$ cat config.mk
export PLATFORM = sky130hd
export DESIGN_NAME = address_generator
export DESIGN_NICKNAME = d
export VERILOG_FILES = /design/src/source/vision_pkg.sv /design/src/source/address_generator.sv
export SDC_FILE = /design/constraint.sdc
export NUM_CORES = 1
export LEC_CHECK = 0
export BUFFER_PORTS_ARGS = -buffer_cell sky130_fd_sc_hd__buf_2
export CORE_UTILIZATION = 35
export CTS_CLUSTER_DIAMETER = 40
export DETAILED_ROUTE_END_ITERATION = 8
export PLACE_DENSITY = 0.66
export SLEW_MARGIN = 20
export SYNTH_ARGS = -nofsm -noshare
export SYNTH_HDL_FRONTEND = slang
export SYNTH_SLANG_ARGS = --single-unit
$ cat constraint.sdc
create_clock -name clk -period 3.6 [get_ports clk]
set_input_delay 0.36 -clock clk [delete_from_list [all_inputs] [get_ports clk]]
set_output_delay 0.36 -clock clk [all_outputs]
set_load 0.01 [all_outputs]
$ cat src/source/vision_pkg.sv
// Shared pixel path types; RGB444 only, one camera bus layout, four filter modes
package vision_pkg;

	// One RGB444 pixel, red in the top nibble
	typedef struct packed {
		logic [3:0] r;
		logic [3:0] g;
		logic [3:0] b;
	} pixel_t;

	// One stream beat, ready runs the other way
	typedef struct packed {
		pixel_t data;
		logic   sop;   // First pixel of frame
		logic   eop;   // Last pixel of frame
		logic   valid;
	} pix_stream_t;

	// OV7670 style parallel bus
	typedef struct packed {
		logic       vsync;
		logic       href;
		logic [7:0] data;
	} cam_bus_t;

	// Key index maps straight onto mode value
	typedef enum logic [1:0] {
		filt_pass   = 2'd0,
		filt_gray   = 2'd1,
		filt_invert = 2'd2,
		filt_tone   = 2'd3
	} filter_mode_t;

	// Pitch detector result, picks the kept channel in tone mode
	typedef enum logic [1:0] {
		tone_red   = 2'd0,
		tone_green = 2'd1,
		tone_blue  = 2'd2,
		tone_all   = 2'd3
	} freq_flag_t;

endpackage

$ cat src/source/address_generator.sv
// Reads one stored frame per frame_done; a frame_done seen while busy is dropped
`timescale 1ns/1ps
module address_generator import vision_pkg::*; #(
	parameter int H_PIXELS = 640,
	parameter int V_LINES  = 480
) (
	input  logic                                clk,
	input  logic                                reset,
	input  logic                                frame_done,
	output logic                                rd_en,
	output logic [$clog2(H_PIXELS*V_LINES)-1:0] rd_addr,
	input  pixel_t                              rd_pixel,
	output pix_stream_t                         src,
	input  logic                                ready
);
	localparam int PIXELS = H_PIXELS * V_LINES;
	localparam int AW     = $clog2(PIXELS);

	typedef enum logic [1:0] {
		st_idle,
		st_prime,   // RAM register holds pixel 0
		st_stream
	} state_t;

	state_t        state;
	logic [AW-1:0] ram_addr;   // Address now sitting in RAM register
	logic          ram_valid;  // RAM register holds an unsent pixel
	logic          rd_done;    // Last address already read
	logic          advance;    // Output register free this cycle
	logic          take;

	assign take    = src.valid && ready;
	assign advance = !src.valid || ready;

	// Read only when the RAM register can move forward
	always_comb begin
		case (state)
			st_idle: rd_en = frame_done;
			default: rd_en = advance && !rd_done;
		endcase
	end

	always_ff @(posedge clk) begin
		if (reset) begin
			state     <= st_idle;
			rd_addr   <= '0;
			ram_addr  <= '0;
			ram_valid <= 1'b0;
			rd_done   <= 1'b0;
			src       <= '0;
		end else begin
			if (rd_en) begin
				ram_addr <= rd_addr;
				rd_addr  <= rd_addr + 1'b1;
				rd_done  <= (rd_addr == AW'(PIXELS - 1));
			end
			case (state)
				st_idle: begin
					if (frame_done) begin
						state     <= st_prime;
						ram_valid <= 1'b1;  // Address 0 in flight
					end
				end
				default: begin
					if (advance) begin
						src.valid <= ram_valid;  // Drains to empty after last
						src.data  <= rd_pixel;
						src.sop   <= (ram_addr == '0);
						src.eop   <= (ram_addr == AW'(PIXELS - 1));
						ram_valid <= rd_en;
					end
					if (state == st_prime)
						state <= st_stream;
				end
			endcase
			// Frame finished once eop leaves
			if (take && src.eop) begin
				state   <= st_idle;
				rd_addr <= '0;
				rd_done <= 1'b0;
			end
		end
	end

endmodule

==> run metrics <==
Cell Chain, Critical Path or3b_4 -> o31a_4 -> inv_1 -> buf_2; Final Hold Vio Count 0; largest net degree at the start of global routing 46; Rows 29; via/cell ratio 5.38; number of global-route vias before repair approximately 2100; ys async rst share 0%; Crit Path Class flop to output pin; total routed wirelength 5850 µm; synth unique cells 39; Max Clk Rate 375 MHz; Synth Instances 296; kind of end point of the critical path output pin; share of layout cells above drive strength 1 20.3%; core area 6460 µm²; number of diodes 0; worst-skew pair later-pin latency 0.32 ns; CTS tree done; Layout area overhead 19.0%; Final Cell Area 2840 µm²; Least-Margin Pin Slew roughly 0.98 ns; Worst path max stage delay 0.68 ns; period utilization 74.1%; CTS Hold Bufs 0; DIE AREA 7160 µm²; I/O Pins 51; Placer Congestion approximately 0.77; ys flop type dfxtp_1; Final Util 44.0%; Syn Nets approximately 310; Remaining Overflow, GRT 0; htree depth 3; dpl cell area 2660 µm²; Die W 84.6 µm; total iterations of the first detailed-routing run 8; EDFF count, synth 0; Leakage between 0.001 and 0.0015 µW; VDD IR-drop max around 0.00023 V; Tot GR Track Use 17.2%; initial antenna violation count 0; clock sinks 57; DR WL/cell 13.9 µm; via count 2265; Num CTS Buffers 9; Critical Path Fanout Max 45; initial DRC count 139; Setup violations, final 0; Yosys warnings 0; fin nets 357; Max Slew Vio Count 0; Pwr Total between 1000 and 1500 µW; delay-heaviest family, CP buffers and inverters; Die Span Y 84.6 µm; deepest clock path buffer count 2; HPWL Detailed 3920 µm; Period minus WS final 2.67 ns; first-pass GRT wire length roughly 10000 µm; slowest CP cell inv_1; failing checks design-rule violations; Routed Antenna Nets 0; RSZ-0062 raised after global routing false; Syn Area/Cell 8.07 µm²; #FFs+latches synth 57; Initial Util 37.0%; Mapped Area ~2400 µm²; register area share after synthesis about 48%; CTS Root Cell clkbuf_8; min-delay worst type input pin to flop; Buffers on Ports 50; max-cap violations 0; critical path buffer and inverter count 2; commonest non-fill, non-tap cell in the layout nand2_1; outcome finished, violations left; clk slew on worst S/H paths about 0.06 ns; most frequent cells in the layout nand2_1 (78), dfxtp_1 (57), buf_2 (50); slew margin rel. ~34%; Post-CTS Resized 0; Worst EP required 3.24 ns; Worst Skew ~0.0066 ns; WP data arrival around 2.3 ns; Post-CTS Setup Bufs 0; setup TNS 0 ns; DR DRC count 2; power density over cell area 476 nW/µm²; startpoint types flop
[routing by layer]
layer / global-route usage [%] / part of all wire (%) / vias up
li1: - / - / 1151
met1: 22.4 / 48 / 1041
met2: 27.4 / 46 / 69
met3: 4.23 / 5.5 / 4
met4: 6.93 / 0.72 / 0
met5: 0 / 0 / -
[power by group]
group | internal [µW] | switching (µW) | leakage, µW
Clock | 299 | 240 | 0.0000980
Combinational | 45.4 | 98.2 | 0.000531
Sequential | 654 | 18.0 | 0.000462
[cell usage after synthesis (2+ instances only)]
cell      instances  area [µm²]
or4_1             9        67.6
nand2b_1          3        18.8
inv_1             5        18.8
or4b_1            2        20.0
dfxtp_1          57        1140
and3_1            4        25.0
and2_1            2        12.5
nor3_1            2        10.0
a31o_2            2        17.5
a21oi_1          48         240
nand2_1          78         293
nor4_1            6        37.5
a41o_1            2        20.0
o21ai_0           5        25.0
nor4b_1           2        17.5
o31ai_1           8        60.1
nor2_1           10        37.5
and4_1            2        17.5
nand4_1           7        43.8
clkbuf_1         14        52.6
nand3_1           8        40.0
a31oi_1           2        12.5
mux2i_1           2        20.0
[area by class of cell]
class                           instances  area (µm²)
Inverter                                5        18.8
Clock inverter                          3        15.0
Timing Repair Buffer                   50         250
Multi-Input combinational cell        217        1160
Fill cell                             690        3620
Sequential cell                        57        1140
Clock buffer                           12         165
Tap cell                               77        96.3
[through the flow]
stage / setup WS (ns) / cells / hold WS (ns)
floorplan: 1.90 / 296 / 0.427
global placement: 1.24 / 406 / 0.436
CTS: 0.912 / 421 / 0.256
finish: 0.933 / 421 / 0.269
detailed placement: 1.18 / 406 / 0.445
global route: 0.738 / 421 / 0.260
[state kept, by name (all words and copies together) (netlist names)]
signal / count
ram_valid: 1
ram_addr: 19
rd_addr: 19
state: 2
rd_done: 1
src: 15
[path summary, 6_finish.rpt]
path	cells after the start	startpoint	slack, ns	endpoint
hold / removal	3	rd_pixel[2]	0.27	src[5]$_SDFFE_PP0P_
setup reg to reg	5	state[0]$_SDFFE_PP0P_	1.36	rd_addr[7]$_SDFFE_PP0P_
setup / recovery	4	state[0]$_SDFFE_PP0P_	0.93	rd_en
hold reg to reg	2	ram_addr[14]$_SDFFE_PP0P_	0.45	ram_addr[14]$_SDFFE_PP0P_
[worst min-delay path, stage by stage]
cell and delay, ns:
buf_2 0.09, nand2_1 0.04, a21oi_1 0.05
[cell families after synthesis]
group	count (synthesis)	share of synthesized area, %
simple gates	141	28.8
compound gates	73	18.2
flops	57	47.8
buf+inv	22	3.82
mux	2	0.838
fa+ha+maj	1	0.524
Power figures use the tool's default switching activity.
