[src/source/vision_pkg.sv]
// Shared pixel path types; RGB444 only, one camera bus layout, four filter modes
package vision_pkg;

	// One RGB444 pixel, red in the top nibble
	typedef struct packed {
		logic [3:0] r;
		logic [3:0] g;
		logic [3:0] b;
	} pixel_t;

	// One stream beat, ready runs the other way
	typedef struct packed {
		pixel_t data;
		logic   sop;   // First pixel of frame
		logic   eop;   // Last pixel of frame
		logic   valid;
	} pix_stream_t;

	// OV7670 style parallel bus
	typedef struct packed {
		logic       vsync;
		logic       href;
		logic [7:0] data;
	} cam_bus_t;

	// Key index maps straight onto mode value
	typedef enum logic [1:0] {
		filt_pass   = 2'd0,
		filt_gray   = 2'd1,
		filt_invert = 2'd2,
		filt_tone   = 2'd3
	} filter_mode_t;

	// Pitch detector result, picks the kept channel in tone mode
	typedef enum logic [1:0] {
		tone_red   = 2'd0,
		tone_green = 2'd1,
		tone_blue  = 2'd2,
		tone_all   = 2'd3
	} freq_flag_t;

endpackage

[src/source/filter_select.sv]
// One-stage filter; mode and freq_flag sampled per accepted pixel, sop and eop passed as is
`timescale 1ns/1ps
module filter_select import vision_pkg::*; (
	input  logic         clk,
	input  logic         reset,
	input  filter_mode_t mode,
	input  freq_flag_t   freq_flag,
	input  pix_stream_t  snk,
	output logic         snk_ready,
	output pix_stream_t  src,
	input  logic         src_ready
);

	logic   load;      // Output register takes a new beat
	pixel_t filtered;  // Result for the incoming pixel

	// Free slot or draining slot
	assign load      = !src.valid || src_ready;
	assign snk_ready = load;

	always_comb begin
		logic [5:0] sum;  // r + 2g + b, max 60
		sum      = {2'b00, snk.data.r} + {1'b0, snk.data.g, 1'b0} + {2'b00, snk.data.b};
		filtered = snk.data;
		case (mode)
			filt_pass: filtered = snk.data;
			filt_gray: begin
				filtered.r = sum[5:2];  // Divide by 4, truncate
				filtered.g = sum[5:2];
				filtered.b = sum[5:2];
			end
			filt_invert: begin
				filtered.r = 4'hF - snk.data.r;
				filtered.g = 4'hF - snk.data.g;
				filtered.b = 4'hF - snk.data.b;
			end
			filt_tone: begin
				// Keep only the channel named by the pitch result
				case (freq_flag)
					tone_red:   filtered = '{r: snk.data.r, g: 4'h0, b: 4'h0};
					tone_green: filtered = '{r: 4'h0, g: snk.data.g, b: 4'h0};
					tone_blue:  filtered = '{r: 4'h0, g: 4'h0, b: snk.data.b};
					default:    filtered = snk.data;  // tone_all
				endcase
			end
			default: filtered = snk.data;
		endcase
	end

	always_ff @(posedge clk) begin
		if (reset) begin
			src.valid <= 1'b0;
		end else if (load) begin
			src.valid <= snk.valid;
		end
	end

	// Payload follows valid, held under stall
	always_ff @(posedge clk) begin
		if (load) begin
			src.data <= filtered;
			src.sop  <= snk.sop;
			src.eop  <= snk.eop;
		end
	end

endmodule

[config.mk]
export PLATFORM = sky130hd
export DESIGN_NAME = filter_select
export DESIGN_NICKNAME = d
export VERILOG_FILES = /design/src/source/vision_pkg.sv /design/src/source/filter_select.sv
export SDC_FILE = /design/constraint.sdc
export NUM_CORES = 1
export LEC_CHECK = 0
export BUFFER_PORTS_ARGS = -buffer_cell sky130_fd_sc_hd__buf_2
export CORE_MARGIN = 2
export CORE_UTILIZATION = 50
export CTS_BUF_LIST = sky130_fd_sc_hd__clkbuf_4
export CTS_CLUSTER_SIZE = 30
export DETAILED_ROUTE_END_ITERATION = 10
export PLACE_DENSITY = 0.78
export SYNTH_ARGS = -nofsm -noshare
export SYNTH_HDL_FRONTEND = slang
export SYNTH_SLANG_ARGS = --single-unit
export TNS_END_PERCENT = 1
[constraint.sdc]
create_clock -name clk -period 2.5 [get_ports clk]
set_input_delay 0.125 -clock clk [delete_from_list [all_inputs] [get_ports clk]]
set_output_delay 0.125 -clock clk [all_outputs]
set_load 0.02 [all_outputs]
==> summary.md <==
| Metric | Value |
|---|---|
| Run status | `complete, no violations` |
| Count of buffers from port buffering | `37` |
| Number of diodes added for antenna fixing | `0` |
| Post-CTS Hold Buffers | `1` |
| Antenna violations before repair | `0` |
| Count of final hold-check violations | `0` |
| Buf+Inv Stages, Crit Path | `2` |
| Number of filler cells placed in the layout | `156` |
| Die height | `49.1 um` |
| Latest clock arrival within the worst-skew pair | `0.28 ns` |
| Top cells by instance count after synthesis | `sky130_fd_sc_hd__edfxtp_1, sky130_fd_sc_hd__a21oi_1, sky130_fd_sc_hd__inv_1, sky130_fd_sc_hd__xnor2_1` |
| Placeable Area | `0.00194 mm2` |
| Main synth FF type | `sky130_fd_sc_hd__edfxtp_1` |
| Synth cell types | `28` |
| Cell with the largest stage delay on the worst path | `sky130_fd_sc_hd__fa_1` |
| Largest family of logic cells by synthesized area | `compound AO/OA/AOI/OAI gates` |
| Mean routed wirelength per cell | `12.7 um` |
| Global-route wire length before repair | `3290 um` |
| Synth-to-layout area growth | `21.6%` |
| Synth Net Count | `122` |
| Clock tree from TritonCTS | `yes` |
| Number of cells traversed by the worst hold path | `1` |
| Setup repair after global routing missed its margin | `no` |
| Required time of the critical path | `2.62 ns` |
| Max FFs per register | `15` |
| Transition time at the pin with the least slew margin | `0.723 ns` |
| Max Fanout on Critical Path | `3` |
| Number of vias per cell after detailed routing | `5.53` |
| GRT Total Usage | `18.0%` |
| Critical path launch point type | `input port` |
| Max-slew violation count | `0` |
| Post-Synthesis Mean Instance Area | `10.9 um2` |
| Largest cells by area after synthesis | `sky130_fd_sc_hd__edfxtp_1, sky130_fd_sc_hd__fa_1, sky130_fd_sc_hd__xnor2_1` |
| Inst Count DP | `152` |
| Cell type with the highest occurrence count on the critical path | `sky130_fd_sc_hd__fa_1` |
| Most instantiated library cell after synthesis | `sky130_fd_sc_hd__edfxtp_1` |
| TritonRoute pass-1 iters | `4` |
| Headroom to the max-slew limit | `51.8%` |
| Final WL | `1990 um` |
| Die outline width | `49.1 um` |
| Library cell occupying the most area in the post-synthesis netlist | `sky130_fd_sc_hd__edfxtp_1` |
| Clock-pin slew of the registers on the worst-case setup and hold paths | `0.08 ns` |
| DRC violation total after the first TritonRoute iteration | `26` |
| Count of placed standard cells in the final layout, fillers left out | `157` |
| Registers with the most flip-flops | `src: 15 flops` |
| Remaining antenna violation count | `0` |
| Fraction of layout cells with a size suffix above 1 | `32.3%` |
| CTS Root Buffer Type | `sky130_fd_sc_hd__clkbuf_4` |
| Total of cells resized after clock tree synthesis | `0` |
| Most flops, register | `src` |
| Maximum number of pins on one net before global-route repair | `30` |
| Pwr per Cell Area | `566 mW/mm2` |
| Final setup TNS | `0 ns` |
| Global-route congestion overflow total | `0` |
| Crit path max-delay family | `adder cells` |
| Worst hold slack across all endpoints | `0.0159 ns` |
| Shortest period the worst path allows | `2.07 ns` |
| Share of synthesized cell area in and, or, nand and nor gates | `12.2%` |
| Sinks on the clock net | `15` |
| Final number of setup-violating endpoints | `0` |
| Standard-cell row count | `16` |
| Number of nets in the layout | `160` |
| Fin crit share | `82.9%` |
| Die area | `0.00241 mm2` |
| VDD IR max | `261 uV` |
| Initial Util | `52.3%` |
| Setup Crit Path Kind | `in -> reg` |
| F_max | `482 MHz` |
| Complex-gate fraction of the synthesized area | `15.0%` |
| Yosys synthesis warning count | `0` |
| Tightest Hold Check Type | `in -> reg` |
| Max H-tree Level | `1` |
| Synth Cell Area | `0.00101 mm2` |
| Leakage | `0.000542 uW` |
| Routability congestion estimate | `0.879` |
| Post-DP HPWL | `1480 um` |
| Number of cells on the critical path | `9` |
| Post-synthesis sequential area ratio | `43.4%` |
| Count of flip-flops with a built-in enable after synthesis | `14` |
| Layout Skew | `0.00236 ns` |
| R2r worst-path depth | `1` |
| Count of state elements after synthesis | `15` |
| Cell Chain, Critical Path | `buf_2 > inv_1 > fa_1 > nand3b_1 > fa_1 > nor2b_1 > nor3_1 > or3_1 > a22oi_1` |
| Vias in the first global route | `744` |
| CTS Buf Count | `3` |
| Number of max-cap violations | `0` |
| Num ports | `38` |
| Final Core Density | `63.5%` |
| Synth Area in XOR/XNOR | `11.2%` |
| Fraction of registers with async set or reset after synthesis | `0%` |
| Largest stage delay on the critical path | `0.45 ns` |
| Adder and majority gate portion of the synthesized area | `11.6%` |
| Final routed DRC violation total | `0` |
| Number of buffers on the longest clock path | `2` |
| Mux cell area share after synthesis | `0%` |
| Kind of end point of the critical path | `register` |
| Total power | `698 uW` |
| Arrival time of data at the critical path endpoint | `2.19 ns` |
| Via count | `868` |
| Fraction of post-synthesis cell area in the top cell type by area | `41.4%` |
| Number of post-CTS setup repair buffers | `0` |
| Synthesized instance count | `93` |
-- per-layer routing --
layer	vias to the layer above	track usage [%]	wire [um]
li1	420	-	-
met1	409	22.1	878
met2	31	31.1	982
met3	8	2.45	83
met4	0	8.57	45
met5	-	0	0
-- cells by family (layout without fill, tap and decap cells) --
kind of cell | Yosys count | after routing
compound gates | 24 | 24
simple gates | 22 | 22
flops | 15 | 15
xor+xnor | 13 | 13
buf+inv | 12 | 49
fa+ha+maj | 7 | 7
-- final timing paths --
| kind | from | endpoint | slack [ns] |
|---|---|---|---|
| setup / recovery | snk[4] | src[6] | 0.43 |
| hold / removal | snk[1] | src[1] | 0.02 |
| setup reg to reg | src[0] | src[12] | 1.31 |
| hold reg to reg | src[0] | src[0] | 1.00 |
-- area by class of cell --
| class | count | area [um2] | area share [%] |
|---|---|---|---|
| well taps | 27 | 33.8 | 2.74 |
| flip-flops and latches | 15 | 440 | 35.7 |
| repair buffers | 38 | 195 | 15.8 |
| clock buffers | 4 | 30.0 | 2.43 |
| multi-input cells | 66 | 508 | 41.2 |
| inverters | 7 | 26.3 | 2.13 |
-- where the power goes --
group	leakage, uW	internal, uW	switching (uW)
sequential	0.000156	315	7.53
combinational	0.000367	89.5	141
clock	0.0000184	72.8	72.4
-- through the flow --
stage	area (um2)	worst slack, ns
5_1_grt	1230	0.275
2_1_floorplan	1010	0.461
3_3_place_gp	1190	0.260
4_1_cts	1230	0.445
6_report	1230	0.427
3_5_place_dp	1190	0.200
-- cell usage in the layout (no fill, tap or decap), drive strengths merged, types with 4 or more instances in the layout --
master / instances
inv: 7
nand2: 4
clkbuf: 4
buf: 37
fa: 4
xnor2: 7
edfxtp: 14
xor2: 6
a21oi: 8
a31oi: 6
Note: power is estimated with default switching activity, not from simulation.
