`src/source/vision_pkg.sv`:
```
// Shared pixel path types; RGB444 only, one camera bus layout, four filter modes
package vision_pkg;

	// One RGB444 pixel, red in the top nibble
	typedef struct packed {
		logic [3:0] r;
		logic [3:0] g;
		logic [3:0] b;
	} pixel_t;

	// One stream beat, ready runs the other way
	typedef struct packed {
		pixel_t data;
		logic   sop;   // First pixel of frame
		logic   eop;   // Last pixel of frame
		logic   valid;
	} pix_stream_t;

	// OV7670 style parallel bus
	typedef struct packed {
		logic       vsync;
		logic       href;
		logic [7:0] data;
	} cam_bus_t;

	// Key index maps straight onto mode value
	typedef enum logic [1:0] {
		filt_pass   = 2'd0,
		filt_gray   = 2'd1,
		filt_invert = 2'd2,
		filt_tone   = 2'd3
	} filter_mode_t;

	// Pitch detector result, picks the kept channel in tone mode
	typedef enum logic [1:0] {
		tone_red   = 2'd0,
		tone_green = 2'd1,
		tone_blue  = 2'd2,
		tone_all   = 2'd3
	} freq_flag_t;

endpackage

```
`src/source/filter_control.sv`:
```
// Keys are active low and asynchronous; lowest pressed key wins, mode holds until next press
`timescale 1ns/1ps
module filter_control import vision_pkg::*; (
	input  logic         clk,
	input  logic         reset,
	input  logic [3:0]   key,
	output filter_mode_t mode
);

	logic [3:0] key_meta;  // First sync stage
	logic [3:0] key_sync;  // Safe to use
	logic [3:0] key_prev;  // For edge detect
	logic [3:0] press;     // One cycle per falling edge

	always_ff @(posedge clk) begin
		if (reset) begin
			key_meta <= 4'hF;  // Released
			key_sync <= 4'hF;
			key_prev <= 4'hF;
		end else begin
			key_meta <= key;
			key_sync <= key_meta;
			key_prev <= key_sync;
		end
	end

	// High to low on the synced key
	assign press = key_prev & ~key_sync;

	// Mode register, priority to key 0
	always_ff @(posedge clk) begin
		if (reset) begin
			mode <= filt_pass;
		end else begin
			if (press[0])
				mode <= filt_pass;
			else if (press[1])
				mode <= filt_gray;
			else if (press[2])
				mode <= filt_invert;
			else if (press[3])
				mode <= filt_tone;
		end
	end

endmodule

```
`config.mk`:
```
export PLATFORM = sky130hd
export DESIGN_NAME = filter_control
export DESIGN_NICKNAME = d
export VERILOG_FILES = /design/src/source/vision_pkg.sv /design/src/source/filter_control.sv
export SDC_FILE = /design/constraint.sdc
export NUM_CORES = 1
export LEC_CHECK = 0
export ABC_CLOCK_PERIOD_IN_PS = 2740
export BUFFER_PORTS_ARGS = -buffer_cell sky130_fd_sc_hd__buf_2
export CAP_MARGIN = 0
export CELL_PAD_IN_SITES_DETAIL_PLACEMENT = 0
export CELL_PAD_IN_SITES_GLOBAL_PLACEMENT = 2
export CORE_AREA = 2 2 39 41
export CTS_BUF_LIST = sky130_fd_sc_hd__clkbuf_8
export CTS_CLUSTER_SIZE = 16
export DETAILED_ROUTE_END_ITERATION = 12
export DIE_AREA = 0 0 41 43
export MAX_ROUTING_LAYER = met4
export PLACE_DENSITY_LB_ADDON = 0.1
export SLEW_MARGIN = 20
export SYNTH_ARGS = -nofsm -noshare
export SYNTH_HDL_FRONTEND = slang
export SYNTH_SLANG_ARGS = --single-unit
```
`constraint.sdc`:
```
create_clock -name clk -period 2.74 [get_ports clk]
set_input_delay 0 -clock clk [delete_from_list [all_inputs] [get_ports clk]]
set_output_delay 0 -clock clk [all_outputs]
set_load 0.05 [all_outputs]
```
==> reports/results.ini, run 1 <==
[synth]
synth_cells=36
synth_xor_area_frac=0
synth_cell_type_count=11
synth_compound_area_frac=0.0388
yosys_warnings=0
syn_area_per_cell_sq_um=11.6
syn-num-nets=42
ys_seq_area_frac=0.669
synth_top_area_share=0.669
synthTopCellsByArea=dfxtp_1 67%, or2_2 18%, nor2b_1 3.0%, o311a_2 2.7%, nand2b_2 2.1%
yosys.area.top_type=dfxtp_1
synth_mux_area_frac=0
synth-seq-cells=14
synth_adder_area_share=0
synth_top_family_by_area=simple AND/OR/NAND/NOR gates
synthesis.area_sq_um=419
yosys.area_share.simple=0.275

[place]
place_inst=58
portBuffers=7
gp_congestion=0.567

[grt]
track_usage=0.0963
grt_overflow=0
grt_start_max_net_pins=14
antenna_found_initial=0
grt_pass1_wl_um=1070
grt_pass1_vias=305

[routing]
first_pass_iters=2
m1WireLength_um=256
dr_wl_met2_um=306
ant_nets=0
via_per_inst=4.05
wire_per_inst_um=9.14
drc=0
finalWirelength_um=594
drt_iter0_markers=1
wl_met3_um=31
top_layer=met3
dr_total_vias=263

[sta]
finalCritPeriodShare=0.388
fin_worst_skew_ns=0.00317
finalSetupViolCount=0
rsz0062_at_grt=false
slew_violations=0
relSlewSlack=0.835
hold_viol=0
max_freq_mhz=940
finalCriticalPeriod_ns=1.06
fin_setup_tns_ns=0
max_slew.worst_pin.slew_ns=0.249

[cts]
cts.path.max_buffers=2
clkSlewWorstSetupHoldPaths_ns=0.05
cts.sinks=14
cts_tree=done
cts_max_level=1
insertion_delay_ns=0.23
numCtsBuffers=3
root_buffer=clkbuf_8

[critical_path]
crit_arrival_ns=1.19
endpoint_kind=flip-flop
cp_slowest_cell=or3b_1
critPathMaxFanout=3
cp-start-kind=flip-flop
cp_cell_sequence=nand2b_2 -> or3b_1 -> and3_1
max_stage_delay_ns=0.35
crit_type=flip-flop to flip-flop
cp.required_ns=2.87

[floorplan]
dieArea_sq_um=1760
initial_core_util=0.303
core.rowCount=14
die_x_um=41
ios=8
coreArea_sq_um=1380
die_y_um=43

[final_layout]
area_delta_synth_final_pct=31.6
diodes=0
nets=57
drive_gt1_frac=0.490
final_cells=65

[pwr]
powerDensity_nw_per_um2=731
p_int_mw=0.325
pwr-share-clk=0.390
peakVddDrop_uv=267
switching_power_mw=0.0782
cellLeakagePower_nw=0.241
p_total_mw=0.403
seqPwrFrac=0.535
swShare=0.194
combPwrFrac=0.076

[run_status]
outcome=finished clean

[hold_path]
worst_hold_path_type=input pin to flip-flop

[flow_run]
maxCapViolations=0

synth_stat cells:
| master | count |
|---|---|
| nand2b_2 | 1 |
| a21oi_1 | 1 |
| clkbuf_1 | 1 |
| o311a_2 | 1 |
| or2_2 | 12 |
| nor2b_1 | 2 |
| inv_1 | 1 |
| dfxtp_1 | 14 |
| nand2_1 | 1 |
| and3_1 | 1 |
| or3b_1 | 1 |
routing by layer:
layer | track usage | up-vias
li1 | - | 141
met1 | 0.0918 | 115
met2 | 0.147 | 7
met3 | 0.0314 | 0
met4 | 0.0800 | 0
met5 | - | -
stage by stage:
stage | hold WS [ns] | worst slack, ns | cell area [sq um] | utilization
after floorplan | 0.104 | 1.59 | 419 | -
after global placement | 0.183 | 1.72 | 470 | 0.340
after detailed placement | 0.188 | 1.68 | 470 | 0.340
after CTS | 0.107 | 1.67 | 552 | 0.399
after global routing | 0.120 | 1.62 | 552 | 0.399
final | 0.105 | 1.68 | 552 | 0.399
sequential cells by signal, indices dropped and copies added, names as in the netlist:
register,flops
key_prev,4
key_meta,4
key_sync,4
mode,2
power by group through the flow:
| stage | sequential (mW) | clock, mW | combinational, mW |
|---|---|---|---|
| final | 0.216 | 0.157 | 0.0305 |
| after global routing | 0.217 | 0.178 | 0.0336 |
| after CTS | 0.216 | 0.164 | 0.0308 |
| after detailed placement | 0.220 | 0 | 0.0266 |
| after global placement | 0.220 | 0 | 0.0255 |
| after floorplan | 0.227 | 0 | 0.0117 |
cell type report:
class,instances,area (sq um)
fill,139,832
sequential,14,280
multi-input combinational,20,131
timing repair buffer,11,75.1
clock buffer,3,41.3
tap,16,20.0
inverter,1,3.75
final timing paths:
| kind | from | to | slack [ns] | cells past startpoint |
|---|---|---|---|---|
| min | reset | key_prev[3] | 0.11 | 2 |
| max | key_sync[1] | mode[0] | 1.68 | 3 |
| max reg2reg | key_sync[1] | mode[0] | 1.68 | 3 |
| min reg2reg | key_meta[0] | key_sync[0] | 0.40 | 1 |
what timing repair did:
action / in CTS / in global routing
resized for setup: 0 / 0
hold endpoints to repair: 4 / 0
buffers inserted: 0 / 0
hold buffers: 4 / 0
critical path, delay by kind of cell (launching register included):
family,cells,cell delay [ns]
DFF,1,0.31
and+or+nand+nor,3,0.65
placed cells by master (no fill, tap or decap), drive strengths merged, types with 2 or more instances in the layout:
master	synthesis	final
nor2b	2	2
dfxtp	14	14
or2	12	12
dlygate4sd3	0	4
clkbuf	1	3
buf	0	7
cell families after synthesis:
logic type / Yosys count
flops: 14
simple gates: 18
buf+inv: 2
compound gates: 2
Power figures use the tool's default switching activity.
==> inputs of run 2 (changes only) <==
--- a/config.mk
+++ b/config.mk
@@ -5,16 +5,15 @@
 export SDC_FILE = /design/constraint.sdc
 export NUM_CORES = 1
 export LEC_CHECK = 0
-export ABC_CLOCK_PERIOD_IN_PS = 2740
+export ABC_CLOCK_PERIOD_IN_PS = 910
 export BUFFER_PORTS_ARGS = -buffer_cell sky130_fd_sc_hd__buf_2
 export CAP_MARGIN = 0
 export CELL_PAD_IN_SITES_DETAIL_PLACEMENT = 0
 export CELL_PAD_IN_SITES_GLOBAL_PLACEMENT = 2
-export CORE_AREA = 2 2 39 41
+export CORE_UTILIZATION = 31
 export CTS_BUF_LIST = sky130_fd_sc_hd__clkbuf_8
 export CTS_CLUSTER_SIZE = 16
 export DETAILED_ROUTE_END_ITERATION = 12
-export DIE_AREA = 0 0 41 43
 export MAX_ROUTING_LAYER = met4
 export PLACE_DENSITY_LB_ADDON = 0.1
 export SLEW_MARGIN = 20
==> constraint.sdc (replaced) <==
create_clock -name clk -period 0.91 [get_ports clk]
set_input_delay 0 -clock clk [delete_from_list [all_inputs] [get_ports clk]]
set_output_delay 0 -clock clk [all_outputs]
set_load 0.05 [all_outputs]
==> run 2 against run 1 <==
First-iteration DRC count unchanged. Clock skew is 0.0029 ns lower. Final area rose by 6.1%. Combinational power rose to 3.2 times the previous value. The flow now finishes with violations (setup timing). Maximum frequency rose by 2.4%. Sequential share of layout area decreased by 1.4 points.
==> reports/results.ini, run 2 (same netlist as run 1, synthesis figures left out) <==
[grt]
grt_util_met3=0.0347  ; was 0.0314
busiest_layer=met2  ; unchanged
grt_overflow=0  ; unchanged
grt_pass1_vias=238  ; was 305
grt_start_max_net_pins=14  ; unchanged
track_usage=0.0979  ; was 0.0963
grt_pass1_wl_um=903  ; was 1070 um
antenna_found_initial=0  ; unchanged
grt_use_met1=0.108  ; was 0.0918
gr-usage-met2=0.142  ; was 0.147

[run_status]
violations=setup timing
outcome=complete, but fails checks  ; was finished clean

[sta]
fin_ws_ns=-0.130  ; was 1.68 ns
finalCriticalPeriod_ns=1.04  ; was 1.06 ns
rsz0062_at_grt=true  ; was false
finalSetupViolCount=1  ; was 0
relSlewSlack=0.837  ; was 0.835
max_freq_mhz=962  ; was 940 MHz
slew_violations=0  ; unchanged
fin_worst_skew_ns=0.000291  ; was 0.00317 ns
max_slew.worst_pin.slew_ns=0.247  ; was 0.249 ns
hold_viol=0  ; unchanged
finalCritPeriodShare=1.14  ; was 0.388

[critical_path]
path_delay_family=simple AND/OR/NAND/NOR gates  ; unchanged
cp-startpoint=key_sync[1]  ; unchanged
cp_slowest_cell=or3b_1  ; unchanged
max_stage_delay_ns=0.34  ; was 0.35 ns
r2r_cells=3  ; unchanged
r2r_start=key_sync[1]  ; unchanged
endpoint_kind=flip-flop  ; unchanged
critPathBufInv=0  ; unchanged
reg2reg_to=mode[0]  ; unchanged
crit_arrival_ns=1.17  ; was 1.19 ns
r2r_slack_ns=-0.13  ; was 1.68 ns
critPathMaxFanout=2  ; was 3
crit_type=flip-flop to flip-flop  ; unchanged
cp-start-kind=flip-flop  ; unchanged
cp.required_ns=1.04  ; was 2.87 ns
cp_cell_sequence=nand2b_4 -> or3b_1 -> and3_1  ; was nand2b_2 -> or3b_1 -> and3_1

[hold_path]
whs_endpoint=key_prev[0]  ; was key_prev[3]
hold_start=reset  ; unchanged
worstHoldPathCells=2  ; unchanged
worst_hold_path_type=input pin to flip-flop  ; unchanged

[final_layout]
layout_commonest_cell=or2_2  ; was dfxtp_1
fillers=109  ; was 139
final_cell_mix=12 x or2_2, 11 x dfxtp_1, 7 x buf_2, 4 x dlygate4sd3_1, 3 x clkbuf_8  ; was 14 x dfxtp_1, 12 x or2_2, 7 x buf_2, 4 x dlygate4sd3_1, 3 x clkbuf_8
area_delta_synth_final_pct=39.7  ; was 31.6%
nets=59  ; was 57
drive_gt1_frac=0.588  ; was 0.490
diodes=0  ; unchanged
reg_top3=key_meta x4, key_prev x4, key_sync x4  ; unchanged

[cts]
cts_tree=done  ; unchanged
insertion_delay_ns=0.24  ; was 0.23 ns
cts_max_level=1  ; unchanged
clkSlewWorstSetupHoldPaths_ns=0.05  ; about the same
numCtsBuffers=3  ; unchanged
root_buffer=clkbuf_8  ; unchanged
cts.path.max_buffers=2  ; unchanged
cts.sinks=14  ; unchanged

[pwr]
p_int_mw=0.985  ; was 0.325 mW
switching_power_mw=0.245  ; was 0.0782 mW
peakVddDrop_uv=841  ; was 267 uV
powerDensity_nw_per_um2=2100  ; was 731 nW/um^2
combPwrFrac=0.080  ; was 0.076
p_total_mw=1.23  ; was 0.403 mW
pwr-share-clk=0.392  ; was 0.390
swShare=0.199  ; was 0.194
cellLeakagePower_nw=0.269  ; was 0.241 nW
seqPwrFrac=0.528  ; was 0.535

[floorplan]
initial_core_util=0.353  ; was 0.303
ios=8  ; unchanged
dieArea_sq_um=1500  ; was 1760 sq um
die_x_um=38.8  ; was 41 um
coreArea_sq_um=1190  ; was 1380 sq um
die_y_um=38.8  ; was 43 um
core.rowCount=12  ; was 14

[flow_run]
maxCapViolations=0  ; unchanged

[place]
gp_congestion=0.593  ; was 0.567
portBuffers=7  ; unchanged
pre_cts_slack_ns=-0.142  ; was 1.68 ns
hpwlAfterDp_um=355

[routing]
ant_nets=0  ; unchanged
finalWirelength_um=556  ; was 594 um
drc=0  ; unchanged
via_per_inst=4.00  ; was 4.05
dr_total_vias=260  ; was 263
first_pass_iters=2  ; unchanged
wire_per_inst_um=8.55  ; was 9.14 um
drt_iter0_markers=1  ; unchanged

==> run 2: worst max path at each step <==
stage	end	slack (ns)	depth (start not counted)
floorplan	mode[0]	-0.1	3
global placement	mode[0]	-0.10	3
detailed placement	mode[0]	-0.14	3
CTS	mode[0]	-0.13	3
global route	mode[0]	-0.16	3
finish	mode[0]	-0.13	3
==> run 2: final cells by class <==
cell class	count	area [sq um]	share of cell area
clock buffers	3	41.3	0.0705
inverters	1	3.75	0.00641
multi-input cells	20	144	0.246
flip-flops and latches	14	289	0.494
well taps	14	17.5	0.0299
repair buffers	13	90.1	0.154
==> run 2: repair_timing <==
action | CTS | global route
endpoints found under the hold margin | 4 | 0
setup endpoints to repair | 1 | 1
buffers inserted | 0 | 1
resized for setup | 4 | 0
pin swaps | 2 | 1
hold buffers | 4 | 0
==> run 2: power groups by stage <==
stage	combinational, mW	clock [mW]	sequential [mW]
finish	0.0989	0.482	0.649
global route	0.107	0.530	0.652
CTS	0.0970	0.499	0.649
detailed placement	0.0812	0	0.661
global placement	0.0786	0	0.660
floorplan	0.0352	0	0.682
==> run 2: layer usage <==
metal / vias up / part of all wire / routed length, um
met5: - / 0 / 0
met4: 0 / 0 / 0
met3: 0 / 0.045 / 25
met2: 6 / 0.45 / 251
met1: 110 / 0.50 / 279
li1: 144 / - / -
==> run 2: metrics by stage <==
step	utilization	hold slack (ns)	cells	cell area [sq um]	setup TNS (ns)
global route	0.494	0.122	65	586	-0.162
finish	0.494	0.0985	65	586	-0.130
global placement	0.407	0.183	57	483	-0.103
detailed placement	0.407	0.186	57	483	-0.142
floorplan	-	0.104	36	427	-0.0968
CTS	0.487	0.102	64	578	-0.133
