--- src/source/vision_pkg.sv ---
// Shared pixel path types; RGB444 only, one camera bus layout, four filter modes
package vision_pkg;

	// One RGB444 pixel, red in the top nibble
	typedef struct packed {
		logic [3:0] r;
		logic [3:0] g;
		logic [3:0] b;
	} pixel_t;

	// One stream beat, ready runs the other way
	typedef struct packed {
		pixel_t data;
		logic   sop;   // First pixel of frame
		logic   eop;   // Last pixel of frame
		logic   valid;
	} pix_stream_t;

	// OV7670 style parallel bus
	typedef struct packed {
		logic       vsync;
		logic       href;
		logic [7:0] data;
	} cam_bus_t;

	// Key index maps straight onto mode value
	typedef enum logic [1:0] {
		filt_pass   = 2'd0,
		filt_gray   = 2'd1,
		filt_invert = 2'd2,
		filt_tone   = 2'd3
	} filter_mode_t;

	// Pitch detector result, picks the kept channel in tone mode
	typedef enum logic [1:0] {
		tone_red   = 2'd0,
		tone_green = 2'd1,
		tone_blue  = 2'd2,
		tone_all   = 2'd3
	} freq_flag_t;

endpackage

--- src/source/pixel_capture.sv ---
// Expects two bytes per pixel with red in the first low nibble; no back-pressure, one frame per vsync
`timescale 1ns/1ps
module pixel_capture import vision_pkg::*; #(
	parameter int H_PIXELS = 640,
	parameter int V_LINES  = 480
) (
	input  logic                                    clk,
	input  logic                                    reset,
	input  cam_bus_t                                cam,
	output logic                                    wr_en,
	output logic [$clog2(H_PIXELS*V_LINES)-1:0]     wr_addr,
	output pixel_t                                  wr_pixel,
	output logic                                    frame_done
);
	localparam int PIXELS = H_PIXELS * V_LINES;
	localparam int AW     = $clog2(PIXELS);

	logic          armed;   // Set by vsync, cleared at full frame
	logic          second;  // Byte phase within a pixel
	logic [3:0]    red_q;   // Red nibble from first byte
	logic [AW-1:0] count;   // Row-major pixel index

	// Write goes out in the same cycle as the second byte
	assign wr_en    = armed && !cam.vsync && cam.href && second;
	assign wr_addr  = count;
	assign wr_pixel = '{r: red_q, g: cam.data[7:4], b: cam.data[3:0]};

	always_ff @(posedge clk) begin
		if (reset) begin
			armed      <= 1'b0;
			second     <= 1'b0;
			count      <= '0;
			frame_done <= 1'b0;
		end else begin
			frame_done <= 1'b0;  // Single cycle pulse
			if (cam.vsync) begin
				armed  <= 1'b1;   // New frame, start over
				second <= 1'b0;
				count  <= '0;
			end else if (!cam.href) begin
				second <= 1'b0;   // Line gap realigns byte phase
			end else if (armed) begin
				second <= !second;
				if (wr_en) begin
					count <= count + 1'b1;
					if (count == AW'(PIXELS - 1)) begin
						armed      <= 1'b0;  // Deaf until next vsync
						frame_done <= 1'b1;
					end
				end
			end
		end
	end

	// Hold red until its partner byte shows up
	always_ff @(posedge clk) begin
		if (cam.href && !second)
			red_q <= cam.data[3:0];
	end

endmodule

--- config.mk ---
export PLATFORM = sky130hd
export DESIGN_NAME = pixel_capture
export DESIGN_NICKNAME = d
export VERILOG_FILES = /design/src/source/vision_pkg.sv /design/src/source/pixel_capture.sv
export SDC_FILE = /design/constraint.sdc
export NUM_CORES = 1
export LEC_CHECK = 0
export ABC_CLOCK_PERIOD_IN_PS = 2800
export CAP_MARGIN = 0
export CELL_PAD_IN_SITES_DETAIL_PLACEMENT = 0
export CELL_PAD_IN_SITES_GLOBAL_PLACEMENT = 1
export CORE_MARGIN = 8
export CORE_UTILIZATION = 47
export CTS_CLUSTER_DIAMETER = 200
export DETAILED_ROUTE_END_ITERATION = 6
export DONT_BUFFER_PORTS = 1
export GPL_TIMING_DRIVEN = 0
export PLACE_DENSITY = 0.77
export SYNTH_ARGS = -nofsm -noshare
export SYNTH_HDL_FRONTEND = slang
export SYNTH_SLANG_ARGS = --single-unit
--- constraint.sdc ---
create_clock -name clk -period 2.8 [get_ports clk]
set_input_delay 0.56 -clock clk [delete_from_list [all_inputs] [get_ports clk]]
set_output_delay 0.56 -clock clk [all_outputs]
set_load 0.005 [all_outputs]
==> metrics.md, run 1 <==
| Metric | Value |
|---|---|
| Peak clock frequency supported by timing | `around 0.50 GHz` |
| Slew HR | `70.17%` |
| Final Hold Viols | `0` |
| Starting utilization of the core area | `49.24%` |
| I/O pin count | `45` |
| Mapped Area | `approximately 1200 um2` |
| Worst hold path type | `input pin to flip-flop` |
| Area used by multi-input combinational logic | `540.5 um2` |
| CTS Buffer Depth | `2` |
| Number of nets with antenna violations after detailed routing | `0` |
| Data arrival time of the critical path | `2.26 ns` |
| Final antenna diode count | `0` |
| Via count normalized by instance count | `5.665` |
| Max-slew violation count | `0` |
| Crit path cell chain | `ha_1 -> nand2_1 -> or3_1 -> buf_2 -> or4_1 -> a21oi_1` |
| Number of different library cells in the post-synthesis netlist | `29` |
| Met1 layer usage reported by global route | `13.65%` |
| Post-DR wirelength/cell | `roughly 16 um` |
| Vias in the first global route | `902` |
| Maximum fanout encountered on the critical timing path | `10` |
| Top cells by area in the synthesized netlist | `sky130_fd_sc_hd__dfxtp_1 (36%), sky130_fd_sc_hd__edfxtp_1 (9.9%), sky130_fd_sc_hd__buf_4 (5.6%)` |
| Slowest cell on crit path | `sky130_fd_sc_hd__or4_1` |
| Global-route track usage on met2 | `19.59%` |
| Leakage | `0.4190 nW` |
| Fraction of final layout cells with drive strength greater than 1 | `14.18%` |
| Time the final worst path needs with I/O delays and setup | `2.000 ns` |
| Filler cell count | `250` |
| Buffer cell driving the clock tree root | `sky130_fd_sc_hd__clkbuf_4` |
| Number of DRC violations after detailed routing | `0` |
| Number of hold buffers added after cts | `0` |
| Critical path startpoint category | `flip-flop` |
| TritonCTS clock tree | `built` |
| Core Util, Final | `roughly half` |
| Final setup vio count | `0` |
| Met3 track demand over resource | `4.530%` |
| Required time at the endpoint of the critical path | `3.06 ns` |
| FF+latch area | `560.5 um2` |
| Sum of negative setup slack | `0 ns` |
| Maximum number of pins on one net before global-route repair | `15` |
| Synthesis-to-layout area growth | `5.279%` |
| Number of buffer cells added on primary ports | `0` |
| CP top delay family | `simple AND/OR/NAND/NOR gates` |
| Max Cap Violations | `0` |
| Global-route usage over all layers | `11.87%` |
| Clock latency reported for the late side of the worst-skew pair | `slightly above 0.3 ns` |
| Clock tree sinks | `26` |
| Post-CTS setup-driven buffer insertion count | `0` |
| Total via count in the routed design | `929` |
| Result of the run | `completed` |
| Final setup skew | `0.004138 ns` |
| Number of CTS-inserted buffers | `3` |
| Die boundary height | `66.71 um` |
| DRC marker count from the first detailed-route iteration | `55` |
| Flip-flop and latch count after synthesis | `26` |
| Largest stage delay on the critical path | `0.50 ns` |
| Antenna violations before repair | `0` |
| Non-Filler Instances | `164` |
| GRT Residual Overflow | `0` |
| Syn_area_per_cell | `9.297 um2` |
| Placed cells | `160` |
| Post-cts gate resize count | `0` |
| Synthesis warning total | `0` |
| Critical Path End Type | `flip-flop` |
| First-pass GRT wire length | `4.243 mm` |
| Power density relative to cell area | `448.4 nW/um2` |
| Final net count | `148` |
| Crit Path Category | `flip-flop to flip-flop` |
| Final period utilization | `71.42%` |
| Die X | `about 67 um` |
| Sum of buffers and inverters on the critical path | `1` |
| Row count | `18` |
| Post-Synthesis Net Count | `around 140` |
| Most utilized layer in the global route result | `met2` |
| Sequential area share after synthesis | `roughly 46%` |
| Gate Count Post-Synth | `130` |
| Floorplan die area | `4450 um2` |
| Unrepaired setup endpoints after global routing | `no` |
| Share of the synthesized area in the top cell type | `36.44%` |
| # H-tree levels | `1` |
| Total iterations of the first detailed-routing run | `4` |
| Transition time at the pin with the least slew margin | `0.4474 ns` |
| GPL Wtd Cong | `0.6645` |
| Core region area | `around 2500 um2` |
| Total wire length after detailed routing | `2.567 mm` |
| VDD IR max | `279.1 uV` |
| Library cell occupying the most area in the post-synthesis netlist | `sky130_fd_sc_hd__dfxtp_1` |
| CTS clock-pin slew for the worst setup and hold paths | `0.14 ns` |
| Final HPWL DP | `about 2.0 mm` |
[where the power goes]
part / switching (mW) / internal [mW]
sequential: 0.00359 / 0.385
clock: 0.109 / 0.0521
combinational: 0.0102 / 0.0115
[synthesized netlist by cell type (all sizes together)]
cell / n
nand4b: 1
or3: 7
ha: 1
nor2: 11
inv: 4
o21ai: 4
buf: 12
nor4: 5
and3: 2
nor3: 1
nor4b: 1
nand3: 5
and4: 1
or2: 2
dfxtp: 22
o31ai: 5
xor2: 4
nand4: 3
and2b: 1
clkbuf: 1
or4b: 1
edfxtp: 4
or4: 6
nand2: 10
a21oi: 10
xnor2: 6
[worst register-to-register path: stages, from the launching register on]
cell and delay [ns]:
sky130_fd_sc_hd__dfxtp_1 0.46, sky130_fd_sc_hd__ha_1 0.24, sky130_fd_sc_hd__nand2_1 0.11, sky130_fd_sc_hd__or3_1 0.31, sky130_fd_sc_hd__buf_2 0.18, sky130_fd_sc_hd__or4_1 0.51, sky130_fd_sc_hd__a21oi_1 0.14
[placed cells by master, fill, tap and decap left out, types with 2 or more instances in the layout]
master	instances
sky130_fd_sc_hd__inv_1	4
sky130_fd_sc_hd__buf_2	2
sky130_fd_sc_hd__nand3_1	5
sky130_fd_sc_hd__buf_4	9
sky130_fd_sc_hd__nand4_1	3
sky130_fd_sc_hd__nand2_1	10
sky130_fd_sc_hd__xor2_1	4
sky130_fd_sc_hd__or2_2	2
sky130_fd_sc_hd__dfxtp_1	22
sky130_fd_sc_hd__o31ai_1	5
sky130_fd_sc_hd__and3_1	2
sky130_fd_sc_hd__edfxtp_1	4
sky130_fd_sc_hd__or3_1	6
sky130_fd_sc_hd__o21ai_0	4
sky130_fd_sc_hd__a21oi_1	10
sky130_fd_sc_hd__nor2_1	11
sky130_fd_sc_hd__clkbuf_4	3
sky130_fd_sc_hd__nor4_1	5
sky130_fd_sc_hd__xnor2_1	6
sky130_fd_sc_hd__or4_1	6
[routing by layer]
layer,vias to the layer above,part of all wire (%)
li1,467,-
met1,428,43
met2,32,47
met3,2,9.7
met4,0,0.47
met5,-,0
[stage by stage]
step	total power [mW]	cell area, um2	hold WS (ns)	worst slack, ns
after CTS	0.5779	1272	0.2901	0.7821
after global routing	0.5963	1272	0.2786	0.6876
final	0.5706	1272	0.3031	0.8002
after global placement	0.4183	1246	0.5087	0.7617
after floorplan	0.4143	1209	0.4800	0.8326
after detailed placement	0.4188	1246	0.5117	0.7468
[kinds of logic (layout without fill, tap and decap cells)]
logic type      Yosys count  count (layout)  share of synthesized area (%)
compound gates           19              19                          8.903
fa+ha+maj                 1               1                          1.035
xor+xnor                 10              10                          7.246
buf+inv                  17              21                          8.902
flops                    26              26                          46.38
simple gates             57              57                          27.54
[worst paths after layout]
| path | endpoint | slack, ns | startpoint | cells past startpoint |
|---|---|---|---|---|
| max | wr_addr[18] | 0.80 | wr_addr[1] | 6 |
| min | armed | 0.30 | reset | 1 |
| max reg2reg | wr_addr[18] | 0.80 | wr_addr[1] | 6 |
| min reg2reg | wr_addr[18] | 0.53 | wr_addr[18] | 2 |
[cell type report]
class | instances | area share, %
Clock buffer | 3 | 1.770
Inverter | 4 | 1.180
Multi-Input combinational cell | 87 | 42.48
Sequential cell | 26 | 44.05
Tap cell | 30 | 2.950
Buffer | 13 | 7.276
Clock inverter | 1 | 0.2950
[registers in the layout, summed over array words and instances (netlist names)]
name,flops
wr_addr,19
red_q,4
armed,1
frame_done,1
second,1
No activity file was read; power rests on OpenSTA's default activity.
==> inputs of run 2 (changes only) <==
Settings changed: ABC_CLOCK_PERIOD_IN_PS 2800 to 1700, CORE_UTILIZATION 47 to 40, PLACE_DENSITY 0.77 to 0.7.
Clock period 2.8 ns to 1.7 ns, I/O delays scaled along.
==> run 2 against run 1 <==
Compared with the run above:
- critical path depth down 1
- global-route usage down 1.4 points
- critical path type unchanged
- final area up 13%
- highest routed layer unchanged
- worst setup slack worse by 0.80 ns
- maximum frequency up 18%
==> metrics.md, run 2 (synthesized netlist as in run 1, its figures left out) <==
| Metric | Value |
|---|---|
| Time the final worst path needs with I/O delays and setup | `1.696 ns` |
| Data arrival time of the critical path | `between 1.5 and 2 ns` |
| Max-slew violation count | `0` |
| Worst r2r path cells | `5` |
| GRT Residual Overflow | `0` |
| Slew HR | `between 60% and 70%` |
| Crit path cell chain | `ha_4 -> nand2_4 -> or3_4 -> or4_4 -> a21oi_2` |
| Number of CTS-inserted buffers | `3` |
| Final antenna diode count | `0` |
| Required time at the endpoint of the critical path | `1.96 ns` |
| Peak clock frequency supported by timing | `0.5897 GHz` |
| Source of the critical timing path | `wr_addr[1]` |
| FF+latch area | `600.6 um2` |
| Antenna violations before repair | `0` |
| Unrepaired setup endpoints after global routing | `yes` |
| Critical path startpoint category | `flip-flop` |
| # H-tree levels | `1` |
| Number of nets with antenna violations after detailed routing | `0` |
| Pwr Total | `922.9 uW` |
| Slowest cell on crit path | `sky130_fd_sc_hd__or4_4` |
| Endpoint of the worst-slack reg-to-reg timing path | `wr_addr[14]` |
| Die X | `70.97 um` |
| Final setup vio count | `0` |
| Total via count in the routed design | `~980` |
| Final period utilization | `99.75%` |
| Core region area | `~3000 um2` |
| Buffer cell driving the clock tree root | `sky130_fd_sc_hd__clkbuf_4` |
| Most frequent cells in the layout | `sky130_fd_sc_hd__buf_4 (15), sky130_fd_sc_hd__nor2_1 (11), sky130_fd_sc_hd__dfxtp_4 (9)` |
| Hold Crit Start | `reset` |
| Global-route usage over all layers | `10.44%` |
| Total wire length after detailed routing | `2.763 mm` |
| CTS Buffer Depth | `2` |
| Number of hold buffers added after cts | `0` |
| Worst Hold End | `armed` |
| Largest stage delay on the critical path | `0.50 ns` |
| GPL Wtd Cong | `0.7087` |
| Area used by multi-input combinational logic | `635.6 um2` |
| DRC marker count from the first detailed-route iteration | `about 40` |
| Filler cell count | `~300` |
| Number of flip-flops under the largest register name | `19` |
| Via count normalized by instance count | `5.713` |
| Hold slack | `~0.08 ns` |
| Launch instance of the worst register-to-register path | `wr_addr[1]` |
| Floorplan die area | `5037 um2` |
| Starting utilization of the core area | `about two fifths` |
| Maximum fanout encountered on the critical timing path | `8` |
| Critical Path End Type | `flip-flop` |
| First-pass GRT wire length | `4.367 mm` |
| Worst hold stages | `1` |
| Die boundary height | `70.97 um` |
| Post-DR wirelength/cell | `between 15 and 20 um` |
| Number of DRC violations after detailed routing | `0` |
| Leakage | `around 0.47 nW` |
| Maximum number of pins on one net before global-route repair | `15` |
| Clock tree sinks | `26` |
| FF-to-FF setup slack | `0.004 ns` |
| Commonest non-fill, non-tap cell in the layout | `sky130_fd_sc_hd__buf_4` |
| Final Hold Viols | `0` |
| Final HPWL DP | `2.040 mm` |
| Clock latency reported for the late side of the worst-skew pair | `0.31 ns` |
| Max Cap Violations | `0` |
| Synthesis-to-layout area growth | `19.15%` |
| VDD IR max | `287.9 uV` |
| Final net count | `152` |
| I/O pin count | `45` |
| TritonCTS clock tree | `built` |
| CTS clock-pin slew for the worst setup and hold paths | `0.14 ns` |
| Transition time at the pin with the least slew margin | `0.4619 ns` |
| Number of buffer cells added on primary ports | `0` |
| Core Util, Final | `48.77%` |
| Total iterations of the first detailed-routing run | `4` |
| Crit Path Category | `flip-flop to flip-flop` |
| Row count | `20` |
| Fraction of final layout cells with drive strength greater than 1 | `about two fifths` |
| Worst hold path type | `input pin to flip-flop` |
| Vias in the first global route | `987` |
| Power density relative to cell area | `640.9 nW/um2` |
| Final setup skew | `slightly above 0.004 ns` |
| Result of the run | `completed` |
## run 2: changes by cell type in the layout (fill, tap and decap cells not counted), moves of 2 or more
cell / previous run / this run
sky130_fd_sc_hd__a21oi_1: 10 / 6
sky130_fd_sc_hd__or4_4: 0 / 5
sky130_fd_sc_hd__dfxtp_2: 0 / 5
sky130_fd_sc_hd__a21oi_2: 0 / 4
sky130_fd_sc_hd__or3_1: 6 / 4
sky130_fd_sc_hd__buf_4: 9 / 15
sky130_fd_sc_hd__dfxtp_4: 0 / 9
sky130_fd_sc_hd__or4_1: 6 / 1
sky130_fd_sc_hd__nand2_1: 10 / 8
sky130_fd_sc_hd__or3_4: 0 / 2
sky130_fd_sc_hd__dfxtp_1: 22 / 8
## run 2: per-layer routing
| layer | track usage (%) | vias to the layer above | share of wire, % |
|---|---|---|---|
| met5 | 0 | - | 0 |
| met4 | 3.695 | 0 | 0.54 |
| met3 | 5.508 | 2 | 10 |
| met2 | 17.61 | 35 | 47 |
| met1 | 10.77 | 464 | 42 |
| li1 | - | 476 | - |
## run 2: worst max path at each step
stage                  end  slack, ns  depth (start not counted)
6_report       wr_addr[14]      0.004                          5
5_1_grt        wr_addr[14]      -0.05                          5
4_1_cts        wr_addr[14]      -0.08                          6
3_5_place_dp   wr_addr[15]      -0.13                          5
3_3_place_gp   wr_addr[15]       -0.1                          5
2_1_floorplan  wr_addr[16]      0.002                          6
## run 2: through the flow
step	cell area [um2]	worst slack [ns]	setup TNS (ns)	cells
after floorplan	1241	0.001576	0	130
after global placement	1282	-0.09813	-0.4569	163
after detailed placement	1282	-0.1287	-0.5609	163
after CTS	1350	-0.07961	-0.4839	170
after global routing	1440	-0.05384	-0.2530	171
final	1440	0.004276	0	171
## run 2: power breakdown
part	switching (mW)	leakage, nW	internal (mW)	total (mW)
combinational	0.0182	0.228	0.0193	0.0375
clock	0.174	0.0154	0.0857	0.259
sequential	0.00566	0.226	0.620	0.626
total	0.198	0.469	0.725	0.923
## run 2: layout make-up
cell class	instances	area share, %
clock inverters	1	0.2606
multi-input cells	87	44.14
clock buffers	3	1.564
plain buffers	11	5.300
flip-flops and latches	26	41.70
repair buffers	6	3.128
inverters	4	1.043
well taps	33	2.867
## run 2: critical path: cells and delay by family (launching register included)
| family | cells | cell delay, ns |
|---|---|---|
| flip-flops | 1 | 0.42 |
| AO/OA/AOI/OAI | 1 | 0.13 |
| AND/OR/NAND/NOR | 3 | 0.93 |
| adder cells (fa/ha/maj) | 1 | 0.16 |
## run 2: what timing repair did
action | 4_1_cts | 5_1_grt
pin swaps | 3 | 7
endpoints found under the setup margin | 8 | 10
hold endpoints to repair | 0 | 0
cloned | 0 | 0
buffers inserted | 3 | 3
resized for setup | 8 | 27
==> inputs of run 3 (changes only) <==
Settings changed: CORE_UTILIZATION 40 to 37, PLACE_DENSITY 0.7 to 0.65.
==> run 3 against run 2 <==
Compared with the run above:
- critical path depth rose by 1
- utilization fell by 2.3 points
- clock skew fell by 0.0017 ns
- die area rose by 6.3%
- wire length rose by 2.2%
- combinational power rose by 6.7%
- the flow now finishes with violations (setup timing)
- critical path type unchanged
- maximum frequency fell by 4.9%
- global-route usage rose by 0.74 points
==> metrics.md, run 3 (synthesized netlist as in run 1, its figures left out) <==
| Metric | Value |
|---|---|
| Crit Path Category | `flip-flop to flip-flop` |
| First-pass GRT wire length | `4.609 mm` |
| Number of buffer cells added on primary ports | `0` |
| Number of flip-flops under the largest register name | `19` |
| I/O pin count | `45` |
| Transition time at the pin with the least slew margin | `roughly 0.46 ns` |
| Final Hold Viols | `0` |
| Sum of negative setup slack | `-0.3437 ns` |
| Post-Place Worst Slack | `-0.1059 ns` |
| VDD IR max | `between 300 and 400 uV` |
| Crit path cell chain | `ha_4 -> nand2_4 -> or3_4 -> buf_6 -> or4_4 -> a21oi_2` |
| Unrepaired setup endpoints after global routing | `yes` |
| Time the final worst path needs with I/O delays and setup | `about 1.8 ns` |
| Total via count in the routed design | `961` |
| Final setup skew | `about 0.0023 ns` |
| Violations in the final reports | `setup timing` |
| Max Cap Violations | `0` |
| Sum of buffers and inverters on the critical path | `1` |
| Critical Path End Type | `flip-flop` |
| Floorplan die area | `5352 um2` |
| GRT Residual Overflow | `0` |
| Maximum fanout encountered on the critical timing path | `5` |
| Final HPWL DP | `slightly above 2 mm` |
| Maximum number of pins on one net before global-route repair | `15` |
| Final net count | `156` |
| Number of CTS-inserted buffers | `3` |
| Antenna violations before repair | `0` |
| Clock tree sinks | `26` |
| Result of the run | `finished, violations left` |
| Slew HR | `69.24%` |
| DRC marker count from the first detailed-route iteration | `between 70 and 80` |
| CTS clock-pin slew for the worst setup and hold paths | `between 0.1 and 0.15 ns` |
| Placed cells | `174` |
| Peak clock frequency supported by timing | `0.5606 GHz` |
| Leakage | `0.4695 nW` |
| Starting utilization of the core area | `39.27%` |
| GPL Wtd Cong | `0.7485` |
| TritonCTS clock tree | `built` |
| Buffer cell driving the clock tree root | `sky130_fd_sc_hd__clkbuf_4` |
| Die X | `73.16 um` |
| Die boundary height | `between 70 and 80 um` |
| Largest stage delay on the critical path | `0.47 ns` |
| Core region area | `3078 um2` |
| Max-slew violation count | `0` |
| Slowest cell on crit path | `sky130_fd_sc_hd__or4_4` |
| Fraction of final layout cells with drive strength greater than 1 | `32.39%` |
| Pwr Total | `941.6 uW` |
| CTS Buffer Depth | `2` |
| # H-tree levels | `1` |
| Hold slack | `between 0.06 and 0.07 ns` |
| Critical path startpoint category | `flip-flop` |
| Vias in the first global route | `between 900 and 1,000` |
| Global-route usage over all layers | `between 10% and 20%` |
| Row count | `20` |
| Core Util, Final | `46.46%` |
| Final setup vio count | `7` |
| Non-Filler Instances | `186` |
| Power density relative to cell area | `about 660 nW/um2` |
| Post-DR wirelength/cell | `between 15 and 20 um` |
| Number of nets with antenna violations after detailed routing | `0` |
| Data arrival time of the critical path | `a little over 2 ns` |
| Clock latency reported for the late side of the worst-skew pair | `0.32 ns` |
| Post-route standard cell area excluding fillers | `1430 um2` |
| Commonest non-fill, non-tap cell in the layout | `sky130_fd_sc_hd__buf_4` |
| Worst hold path type | `input pin to flip-flop` |
| Total iterations of the first detailed-routing run | `4` |
| Number of DRC violations after detailed routing | `0` |
| Number of hold buffers added after cts | `0` |
| Synthesis-to-layout area growth | `18.32%` |
| Via count normalized by instance count | `5.167` |
| Post-layout worst setup margin | `-0.08395 ns` |
| CP top delay family | `simple AND/OR/NAND/NOR gates` |
| Final antenna diode count | `0` |
| Most frequent cells in the layout | `sky130_fd_sc_hd__buf_4 (16), sky130_fd_sc_hd__dfxtp_1 (13), sky130_fd_sc_hd__nor2_1 (11)` |
| Final period utilization | `104.9%` |
| Required time at the endpoint of the critical path | `1.97 ns` |
| Total wire length after detailed routing | `~2.8 mm` |
| Placed cell areas | `1296 um2` |
-- run 3: cell types whose count changed in the layout (fill, tap and decap cells not counted), moves of 2 or more --
cell,change
sky130_fd_sc_hd__or4_4,-4
sky130_fd_sc_hd__buf_6,+2
sky130_fd_sc_hd__dfxtp_4,-4
sky130_fd_sc_hd__or4_1,+4
sky130_fd_sc_hd__dfxtp_1,+5
-- run 3: what timing repair did --
action / CTS / global route
setup endpoints to repair: 7 / 10
cloned: 1 / 0
pin swaps: 4 / 5
resized for setup: 9 / 9
endpoints found under the hold margin: 0 / 0
setup buffers: 6 / 1
-- run 3: area by class of cell --
type / count / area, um2
Sequential cell: 26 / 584.3
Clock inverter: 1 / 3.754
Fill cell: 322 / 1648
Clock buffer: 3 / 22.52
Multi-Input combinational cell: 87 / 593.1
Tap cell: 44 / 55.05
Buffer: 13 / 98.84
Inverter: 4 / 15.01
Timing Repair Buffer: 8 / 57.56
-- run 3: final timing paths --
kind,start,endpoint,slack [ns],cells after the start
setup / recovery,wr_addr[1],wr_addr[18],-0.08,6
hold reg to reg,wr_addr[1],wr_addr[1],0.53,2
hold / removal,reset,armed,0.06,1
setup reg to reg,wr_addr[1],wr_addr[18],-0.08,6
-- run 3: worst register-to-register path: cells and delay by family (launching register included) --
family,cells,cell delay (ns)
fa+ha+maj,1,0.16
compound gates,1,0.14
flops,1,0.42
simple gates,3,0.88
buf+inv,1,0.13
-- run 3: per-layer routing --
layer	global-route usage, %	share of wire [%]
met5	0	0
met4	6.000	1.8
met3	5.082	9.3
met2	18.27	48
met1	11.69	41
-- run 3: power breakdown --
| group | total [mW] | switching (mW) | internal [mW] |
|---|---|---|---|
| combinational | 0.0400 | 0.0190 | 0.0210 |
| sequential | 0.631 | 0.00514 | 0.626 |
| clock | 0.270 | 0.184 | 0.0863 |
